===== src/common/sdramPkg.sv =====
// SDRAM controller shared definitions
// field widths, SDRAM command codes and the two views of a command word,
// the per-cycle pin request and the decoded CPU access
`default_nettype none

package sdramPkg;

	localparam int RowWidth = 13;                  // row address bits, also the pin address width
	localparam int ColWidth = 10;                  // column address bits
	localparam int BankWidth = 2;                  // four banks
	localparam int DataWidth = 16;                 // x16 part

	localparam int CasLatency = 2;                 // read data CAS latency in clocks
	localparam logic [RowWidth-1:0] ModeWord = 13'h220; // burst length 1, CAS latency 2

	// command code, bit order is cke, cs, ras, cas, we
	typedef enum logic [4:0] {
		PowerUp     = 5'b00000,                    // cke and cs low during the power-up wait
		Nop         = 5'b10111,
		Activate    = 5'b10011,                    // row on the address
		Read        = 5'b10101,                    // a10 high selects auto-precharge
		Write       = 5'b10100,                    // a10 high selects auto-precharge
		Precharge   = 5'b10010,                    // a10 high for all banks
		AutoRefresh = 5'b10001,
		ModeSet     = 5'b10000                     // mode word on the address
	} sdramCmdCode;

	typedef struct packed {
		logic cke;                                 // clock enable, active high
		logic csL;
		logic rasL;
		logic casL;
		logic weL;
	} sdramCmdPins;

	// one command word, written as a code and read back as pins
	typedef union packed {
		sdramCmdCode code;
		sdramCmdPins pins;
	} sdramCmd;

	typedef struct packed {
		sdramCmd cmd;
		logic [RowWidth-1:0] addr;                 // row, column or mode word
		logic [BankWidth-1:0] bank;
	} sdramReq;

	typedef struct packed {
		logic [RowWidth-1:0] row;
		logic [ColWidth-1:0] col;
		logic [BankWidth-1:0] bank;
		logic write;                               // high for a CPU write cycle
	} cpuAccess;

endpackage

`default_nettype wire


===== src/controller/dramSequencer.sv =====
// SDRAM command sequencer
// runs the power-up initialisation, then serves periodic refresh and
// single-word CPU reads and writes with auto-precharge, one command per clock
`timescale 1ns/1ps
`default_nettype none

module dramSequencer import sdramPkg::*; #(
	parameter int PowerUpCycles = 5000,
	parameter int InitRefreshCount = 8
) (
	input  wire logic Clock,
	input  wire logic Reset_L,
	input  wire logic AccessReq,                   // cpu cycle to dram in progress
	input  wire logic DataStrobe,                  // write data is on the bus
	input  wire cpuAccess Access,
	input  wire logic RefreshDue,
	output sdramReq Req,                           // command for the pin stage
	output logic WriteEn,                          // drive write data next cycle
	output logic Capture,                          // load read data this edge
	output logic AckSet,                           // start of dtack
	output logic RefreshTaken,
	output logic InitDone                          // init sequence complete
);

	localparam int WaitWidth = $clog2(PowerUpCycles + CasLatency + 1);
	localparam int RoundWidth = $clog2(InitRefreshCount + 1);
	localparam int ApBit = 10;                     // auto-precharge / all-banks address bit
	localparam logic [RowWidth-1:0] ApMask = RowWidth'(1) << ApBit;

	typedef enum logic [4:0] {
		PowerUpWait, InitNop1, InitNop2, InitPrecharge, InitPrechargeNop,
		InitRefresh, InitRefreshNop1, InitRefreshNop2, InitRefreshNop3,
		InitModeSet, InitModeNop, Idle,
		RefNop, RefRefresh, RefNop1, RefNop2, RefNop3,
		ReadCmd, CasWait, WriteWait, WriteHold, AckWait
	} seqState;

	seqState state;
	seqState nextState;
	logic [WaitWidth-1:0] waitCount;               // power-up and cas wait
	logic [RoundWidth-1:0] roundCount;             // init refresh rounds done
	logic [RowWidth-1:0] colAddr;

	assign colAddr = RowWidth'(Access.col) | ApMask; // column with auto-precharge

	////////////////////////////////////////////////////////////////////
	// state, counters and init flag
	////////////////////////////////////////////////////////////////////
	always_ff @(posedge Clock or negedge Reset_L) begin
		if (!Reset_L) begin
			state <= PowerUpWait;
			waitCount <= WaitWidth'(PowerUpCycles - 1); // power-up wait starts at reset
			roundCount <= '0;
			InitDone <= 1'b0;
		end else begin
			state <= nextState;
			if (state == ReadCmd)
				waitCount <= WaitWidth'(CasLatency);
			else if (waitCount != '0)
				waitCount <= waitCount - 1'b1; // parks at zero
			if (state == InitRefreshNop3)
				roundCount <= roundCount + 1'b1;
			if (state == Idle)
				InitDone <= 1'b1;      // one cycle after the mode nop reaches the pins
		end
	end

	////////////////////////////////////////////////////////////////////
	// next state and command
	////////////////////////////////////////////////////////////////////
	always_comb begin
		nextState = state;
		Req.cmd.code = Nop;                        // nop unless a state says otherwise
		Req.addr = '0;
		Req.bank = '0;
		WriteEn = 1'b0;
		Capture = 1'b0;
		AckSet = 1'b0;
		RefreshTaken = 1'b0;
		case (state)
			PowerUpWait: begin
				Req.cmd.code = PowerUp;        // cke stays low
				if (waitCount == '0)
					nextState = InitNop1;
			end
			InitNop1: nextState = InitNop2;
			InitNop2: nextState = InitPrecharge;
			InitPrecharge: begin
				Req.cmd.code = Precharge;
				Req.addr = ApMask;             // all banks
				nextState = InitPrechargeNop;
			end
			InitPrechargeNop: nextState = InitRefresh;
			InitRefresh: begin
				Req.cmd.code = AutoRefresh;
				nextState = InitRefreshNop1;
			end
			InitRefreshNop1: nextState = InitRefreshNop2;
			InitRefreshNop2: nextState = InitRefreshNop3;
			InitRefreshNop3: begin
				if (roundCount == RoundWidth'(InitRefreshCount - 1))
					nextState = InitModeSet;
				else
					nextState = InitRefresh;
			end
			InitModeSet: begin
				Req.cmd.code = ModeSet;
				Req.addr = ModeWord;
				nextState = InitModeNop;
			end
			InitModeNop: nextState = Idle;
			Idle: begin
				if (RefreshDue) begin          // refresh wins over a waiting access
					Req.cmd.code = Precharge;
					Req.addr = ApMask;
					RefreshTaken = 1'b1;
					nextState = RefNop;
				end else if (AccessReq) begin
					Req.cmd.code = Activate;
					Req.addr = Access.row;
					Req.bank = Access.bank;
					nextState = Access.write ? WriteWait : ReadCmd;
				end
			end
			RefNop: nextState = RefRefresh;
			RefRefresh: begin
				Req.cmd.code = AutoRefresh;
				nextState = RefNop1;
			end
			RefNop1: nextState = RefNop2;
			RefNop2: nextState = RefNop3;
			RefNop3: nextState = Idle;
			ReadCmd: begin
				Req.cmd.code = Read;
				Req.addr = colAddr;
				Req.bank = Access.bank;
				nextState = CasWait;
			end
			CasWait: begin
				if (waitCount == '0) begin     // read data on the dq pins now
					Capture = 1'b1;
					AckSet = 1'b1;
					nextState = AckWait;
				end
			end
			WriteWait: begin
				if (DataStrobe) begin          // cpu data valid, no limit on the wait
					Req.cmd.code = Write;
					Req.addr = colAddr;
					Req.bank = Access.bank;
					WriteEn = 1'b1;
					AckSet = 1'b1;
					nextState = WriteHold;
				end
			end
			WriteHold: begin
				WriteEn = 1'b1;                // second cycle of driven dq
				nextState = AckWait;
			end
			AckWait: begin
				if (!AccessReq)
					nextState = Idle;          // cpu has ended the bus cycle
			end
			default: nextState = Idle;
		endcase
	end

endmodule

`default_nettype wire


===== src/controller/refreshScheduler.sv =====
// Refresh interval timer
// counts down from the end of initialisation and raises a refresh request
// that holds until the sequencer takes it
`timescale 1ns/1ps
`default_nettype none

module refreshScheduler #(
	parameter int RefreshInterval = 375
) (
	input  wire logic Clock,
	input  wire logic Reset_L,
	input  wire logic Enable,                      // high once init is done
	input  wire logic RefreshTaken,
	output logic RefreshDue
);

	localparam int CountWidth = $clog2(RefreshInterval + 1);

	logic [CountWidth-1:0] count;
	logic started;                                 // enable seen
	logic reload;

	assign reload = RefreshTaken | (Enable & ~started); // first rise of enable or refresh served

	always_ff @(posedge Clock or negedge Reset_L) begin
		if (!Reset_L) begin
			count <= '0;
			started <= 1'b0;
			RefreshDue <= 1'b0;
		end else begin
			started <= started | Enable;
			if (reload)
				count <= CountWidth'(RefreshInterval - 1);
			else if (count != '0)
				count <= count - 1'b1;
			if (RefreshTaken)
				RefreshDue <= 1'b0;
			else if (started && count == '0)
				RefreshDue <= 1'b1;            // held until taken
		end
	end

endmodule

`default_nettype wire


===== src/source/cpuBusPort.sv =====
// CPU bus port
// decodes the 68000 strobes and dram select, splits the word address into
// row, column and bank, and holds dtack until the address strobe goes away
`timescale 1ns/1ps
`default_nettype none

module cpuBusPort import sdramPkg::*; (
	input  wire logic Clock,
	input  wire logic Reset_L,
	input  wire logic [31:0] Address,              // byte address from the cpu
	input  wire logic AS_L,
	input  wire logic DramSelect_L,
	input  wire logic UDS_L,
	input  wire logic LDS_L,
	input  wire logic WE_L,
	input  wire logic AckSet,                      // pulse from the sequencer
	output logic AccessReq,
	output logic DataStrobe,
	output cpuAccess Access,
	output logic Dtack_L
);

	assign AccessReq = ~AS_L & ~DramSelect_L;      // cpu cycle addressed to dram
	assign DataStrobe = ~UDS_L | ~LDS_L;           // either byte lane, no masking

	// word address split, bit 0 is the byte select
	assign Access.row = Address[23:11];
	assign Access.col = Address[10:1];
	assign Access.bank = Address[25:24];
	assign Access.write = ~WE_L;

	// dtack register
	always_ff @(posedge Clock or negedge Reset_L) begin
		if (!Reset_L)
			Dtack_L <= 1'b1;
		else if (AS_L)
			Dtack_L <= 1'b1;                       // end of the bus cycle
		else if (AckSet)
			Dtack_L <= 1'b0;
	end

endmodule

`default_nettype wire


===== src/source/m68kSdramController.sv =====
// 68000 SDRAM controller top level
// 32M x16 SDRAM, CAS latency 2, single-word access with auto-precharge
// and periodic auto-refresh, CPU held in reset until init is done
`timescale 1ns/1ps
`default_nettype none

module m68kSdramController import sdramPkg::*; #(
	parameter int PowerUpCycles = 5000,            // power-up wait in clocks
	parameter int InitRefreshCount = 8,
	parameter int RefreshInterval = 375
) (
	input  wire logic Clock,
	input  wire logic Reset_L,
	input  wire logic [31:0] Address,
	input  wire logic [DataWidth-1:0] DataIn,
	input  wire logic AS_L,
	input  wire logic UDS_L,
	input  wire logic LDS_L,
	input  wire logic WE_L,
	input  wire logic DramSelect_L,
	input  wire logic [DataWidth-1:0] SDram_DqIn,
	output logic [DataWidth-1:0] DataOut,
	output logic Dtack_L,
	output logic ResetOut_L,
	output logic SDram_CKE,
	output logic SDram_CS_L,
	output logic SDram_RAS_L,
	output logic SDram_CAS_L,
	output logic SDram_WE_L,
	output logic [RowWidth-1:0] SDram_Addr,
	output logic [BankWidth-1:0] SDram_BA,
	output logic [DataWidth-1:0] SDram_DqOut,
	output logic SDram_DqOe
);

	logic accessReq;
	logic dataStrobe;
	cpuAccess access;
	logic ackSet;
	logic refreshDue;
	logic refreshTaken;
	logic initDone;
	sdramReq req;                                  // sequencer to pin stage
	logic writeEn;
	logic capture;

	assign ResetOut_L = initDone;                  // cpu reset held while init pending

	cpuBusPort u_cpuBusPort (
		.Clock, .Reset_L, .Address, .AS_L, .DramSelect_L, .UDS_L, .LDS_L, .WE_L,
		.AckSet(ackSet), .AccessReq(accessReq), .DataStrobe(dataStrobe),
		.Access(access), .Dtack_L
	);

	refreshScheduler #(.RefreshInterval(RefreshInterval)) u_refreshScheduler (
		.Clock, .Reset_L, .Enable(initDone), .RefreshTaken(refreshTaken),
		.RefreshDue(refreshDue)
	);

	dramSequencer #(
		.PowerUpCycles(PowerUpCycles),
		.InitRefreshCount(InitRefreshCount)
	) u_dramSequencer (
		.Clock, .Reset_L, .AccessReq(accessReq), .DataStrobe(dataStrobe),
		.Access(access), .RefreshDue(refreshDue), .Req(req), .WriteEn(writeEn),
		.Capture(capture), .AckSet(ackSet), .RefreshTaken(refreshTaken),
		.InitDone(initDone)
	);

	sdramPins u_sdramPins (
		.Clock, .Reset_L, .Req(req), .WriteEn(writeEn), .DataIn, .Capture(capture),
		.SDram_DqIn, .SDram_CKE, .SDram_CS_L, .SDram_RAS_L, .SDram_CAS_L, .SDram_WE_L,
		.SDram_Addr, .SDram_BA, .SDram_DqOut, .SDram_DqOe, .DataOut
	);

endmodule

`default_nettype wire


===== src/source/sdramPins.sv =====
// SDRAM pin stage
// registers each cycle's command, address, bank and write data onto the
// SDRAM pins and captures read data for the CPU
`timescale 1ns/1ps
`default_nettype none

module sdramPins import sdramPkg::*; (
	input  wire logic Clock,
	input  wire logic Reset_L,
	input  wire sdramReq Req,
	input  wire logic WriteEn,
	input  wire logic [DataWidth-1:0] DataIn,      // cpu write data
	input  wire logic Capture,
	input  wire logic [DataWidth-1:0] SDram_DqIn,
	output logic SDram_CKE,
	output logic SDram_CS_L,
	output logic SDram_RAS_L,
	output logic SDram_CAS_L,
	output logic SDram_WE_L,
	output logic [RowWidth-1:0] SDram_Addr,
	output logic [BankWidth-1:0] SDram_BA,
	output logic [DataWidth-1:0] SDram_DqOut,
	output logic SDram_DqOe,                       // board drives dq while high
	output logic [DataWidth-1:0] DataOut           // read data back to the cpu
);

	// command pins and dq enable, power-up command while in reset
	always_ff @(posedge Clock or negedge Reset_L) begin
		if (!Reset_L) begin
			{SDram_CKE, SDram_CS_L, SDram_RAS_L, SDram_CAS_L, SDram_WE_L} <= PowerUp;
			SDram_DqOe <= 1'b0;
		end else begin
			SDram_CKE <= Req.cmd.pins.cke;
			SDram_CS_L <= Req.cmd.pins.csL;
			SDram_RAS_L <= Req.cmd.pins.rasL;
			SDram_CAS_L <= Req.cmd.pins.casL;
			SDram_WE_L <= Req.cmd.pins.weL;
			SDram_DqOe <= WriteEn;
		end
	end

	// address and data path
	always_ff @(posedge Clock) begin
		SDram_Addr <= Req.addr;
		SDram_BA <= Req.bank;
		if (WriteEn)
			SDram_DqOut <= DataIn;
		if (Capture)
			DataOut <= SDram_DqIn;                 // held until the next read
	end

endmodule

`default_nettype wire


===== config.mk =====
export PLATFORM = sky130hd
export DESIGN_NAME = m68kSdramController
export DESIGN_NICKNAME = d
export VERILOG_FILES = /design/src/common/sdramPkg.sv /design/src/controller/dramSequencer.sv /design/src/controller/refreshScheduler.sv /design/src/source/cpuBusPort.sv /design/src/source/m68kSdramController.sv /design/src/source/sdramPins.sv
export SDC_FILE = /design/constraint.sdc
export NUM_CORES = 1
export LEC_CHECK = 0
export BUFFER_PORTS_ARGS = -buffer_cell sky130_fd_sc_hd__buf_4
export CAP_MARGIN = 40
export CORE_ASPECT_RATIO = 0.6
export CORE_MARGIN = 3
export CORE_UTILIZATION = 50
export CTS_CLUSTER_DIAMETER = 100
export DETAILED_ROUTE_END_ITERATION = 8
export PLACE_DENSITY = 0.87
export SYNTH_ARGS = -nofsm -noshare
export SYNTH_HDL_FRONTEND = slang
export SYNTH_SLANG_ARGS = --single-unit
export TNS_END_PERCENT = 5

===== constraint.sdc =====
create_clock -name Clock -period 4.73 [get_ports Clock]
set_input_delay 0.2365 -clock Clock [delete_from_list [all_inputs] [get_ports Clock]]
set_output_delay 0.2365 -clock Clock [all_outputs]
set_load 0.02 [all_outputs]

==> flow_metrics.env <==
export IMPL_status="finished clean"
export IMPL_grt_first_pass_wirelength_microns=13600
export IMPL_power_leakage_uw=0.00212
export IMPL_wl_microns=8860
export IMPL_ys_seq_area_share_pct=61.4
export IMPL_slew_headroom_pct=36.9
export IMPL_final_cell_mix="121 x buf_4, 38 x nor2_1, 32 x dfrtp_1, 32 x edfxtp_1, 23 x nand2_1"
export IMPL_setup_viol=0
export IMPL_numCtsBuffers=9
export IMPL_syn_nets=393
export IMPL_gp_congestion=0.882
export IMPL_ys_warn_count=0
export IMPL_slew_violations=0
export IMPL_skew_ns=0.00727
export IMPL_post_route_min_period_ns=2.67
export IMPL_root_buffer="clkbuf_16"
export IMPL_dieArea_sq_um=8500
export IMPL_worstHoldStart="DataIn[7]"
export IMPL_syn2layout_area_growth_pct=33.3
export IMPL_grt_max_degree=41
export IMPL_tightest_slew_ns=0.939
export IMPL_synthArstFlopShare_pct=46.0
export IMPL_period_share_pct=56.4
export IMPL_track_usage_pct=20.6
export IMPL_antenna_found_initial=0
export IMPL_finalPower_uw=2810
export IMPL_ys_seq_elements=87
export IMPL_arrival_ns=2.95
export IMPL_worst_setup_path_type="flop to flop"
export IMPL_placed_cells=510
export IMPL_yosys_cell_types_count=60
export IMPL_cts_sinks=87
export IMPL_syn_area_sq_um=3700
export IMPL_synth_area_top_cells="edfxtp_1 26%, dfrtp_1 22%, dfxtp_1 8.1%"
export IMPL_startpoint_type="flop"
export IMPL_setup_tns_final_ns=0
export IMPL_initial_core_util_pct=53.6
export IMPL_critPathMaxFanout=23
export IMPL_final_antenna_net_count=0
export IMPL_hold_viol_final=0
export IMPL_layout_drive_gt1_share_pct=36.1
export IMPL_final_common_cell="buf_4"
export IMPL_p_per_area_nw_per_um2=570
export IMPL_place_hpwl_microns=6470
export IMPL_worstSetupStartpoint="u_dramSequencer.state[4]"
export IMPL_die_height_microns=72.6
export IMPL_final_cells=528
export IMPL_gr_total_overflow=0
export IMPL_detail_route_vias_per_cell=5.46
export IMPL_htree_num_levels=3
export IMPL_cts_tree="built"
export IMPL_io_buffer_count=117
export IMPL_drt_wirelength_per_cell_microns=16.8
export IMPL_synth_top_area_share_pct=26.0
export IMPL_max_freq_mhz=375
export IMPL_wl_met1_microns=3740
export IMPL_core_area_sq_um=6910
export IMPL_cp_required_ns=5.01
export IMPL_grt_pass1_vias=2775
export IMPL_synth_cells=318
export IMPL_final_net_count=511
export IMPL_num_rows=23
export IMPL_yosys_area_top_type="edfxtp_1"
export IMPL_dr_total_vias=2884
export IMPL_rsz0062_at_grt="false"
export IMPL_ir_worst_vdd_mv=0.399
export IMPL_avgSynthCellArea_sq_um=11.6
export IMPL_synth_ff_type="edfxtp_1"
export IMPL_die_w_microns=117
export IMPL_reg2reg_from="u_dramSequencer.state[4]"
export IMPL_drv_cap=0
export IMPL_ios=126
export IMPL_drtIter0Drc=251
export IMPL_first_pass_iters=4
export IMPL_hold_class="input port to flop"
export IMPL_path_clk_slew_ns=0.06
export IMPL_synth_edff_count=32
export IMPL_insertion_delay_ns=0.34
export IMPL_met2_length_microns=4240
export IMPL_wl_met3_microns=806
export IMPL_top_layer="met4"
export IMPL_cts_path_max_buffers=2
export IMPL_num_antenna_cells=0
export IMPL_drc_errors=0
export IMPL_cp_end_kind="flop"
[metal layers]
| layer | GRT usage [%] | vias to the layer above |
|---|---|---|
| li1 | - | 1382 |
| met3 | 5.97 | 7 |
| met4 | 6.11 | 0 |
| met1 | 28.2 | 1367 |
| met2 | 32.4 | 128 |
| met5 | 0 | - |
[stage by stage]
step	hold WS [ns]	setup slack, ns	cell area, sq um	util [%]
finish	0.0701	2.06	4930	71.4
detailed placement	0.243	2.12	4640	67.2
CTS	0.0585	2.11	4920	71.3
floorplan	-0.0591	1.03	3700	-
global placement	0.242	2.16	4620	67.0
global route	0.0593	1.91	4930	71.4
[state kept, by name, summed over array words and instances (netlist names), 2 cells and up]
register and count:
u_sdramPins.SDram_DqOut 16, u_sdramPins.SDram_Addr 13, u_refreshScheduler.count 9, u_dramSequencer.waitCount 13, u_dramSequencer.state 5, u_sdramPins.DataOut 16, u_sdramPins.SDram_BA 2, u_dramSequencer.roundCount 4
[synth_stat cells (5+ instances only)]
cell type	n
a22o_1	10
nor4_1	5
dfrtp_1	32
nor3_1	7
edfxtp_1	32
nand2b_1	7
clkbuf_1	8
xnor2_1	13
a21oi_1	13
inv_1	9
o21ai_0	11
dfxtp_1	15
dfstp_2	8
or3_1	10
nand2_1	23
nor2_1	38
[power breakdown]
part,internal (uW),leakage (uW),switching (uW)
clock network,359,0.000131,294
logic,439,0.00112,501
registers,992,0.000872,227
[worst max-delay path, stage by stage, from the launching register on]
cell and delay [ns]:
dfrtp_1 0.62, or3b_2 0.68, or3_1 0.36, nor2_1 0.67
a221o_1 0.28
[what timing repair did]
action	CTS	global route
buffers inserted	0	0
setup endpoints to repair	0	0
gates resized for setup	0	0
hold buffers	1	0
endpoints found under the hold margin	32	0
[worst paths after layout]
kind | endpoint | slack, ns | depth (start not counted)
worst max-delay path | u_sdramPins.SDram_Addr[5] | 2.06 | 4
worst min-delay path | u_sdramPins.SDram_DqOut[7] | 0.07 | 1
worst max register to register | u_sdramPins.SDram_Addr[5] | 2.06 | 4
worst min register to register | u_dramSequencer.roundCount[3] | 0.47 | 1
max in group asynchronous | u_dramSequencer.waitCount[8] | 3.95 | 2
min in group asynchronous | u_dramSequencer.waitCount[6] | 0.41 | 2
[kinds of logic (layout without fill, tap and decap cells)]
kind of cell	count (synthesis)	after routing	synth area share, %
muxes	3	3	0.846
buffers and inverters	25	148	3.35
adders and majority gates	4	4	1.35
xor gates and xnor gates	16	16	3.79
AOI/OAI and AO/OA	65	65	12.8
other	1	1	0.101
and+or+nand+nor	117	117	16.3
DFF	87	87	61.4
[layout make-up]
class                   instances  area, sq um
clock buffers                  10          229
clock inverters                 6         46.3
fillers                       489         1980
inverters                       9         33.8
multi-input cells             206         1320
flip-flops and latches         87         2270
well taps                      87          109
repair buffers                123          923
No activity file was read; power rests on OpenSTA's default activity.
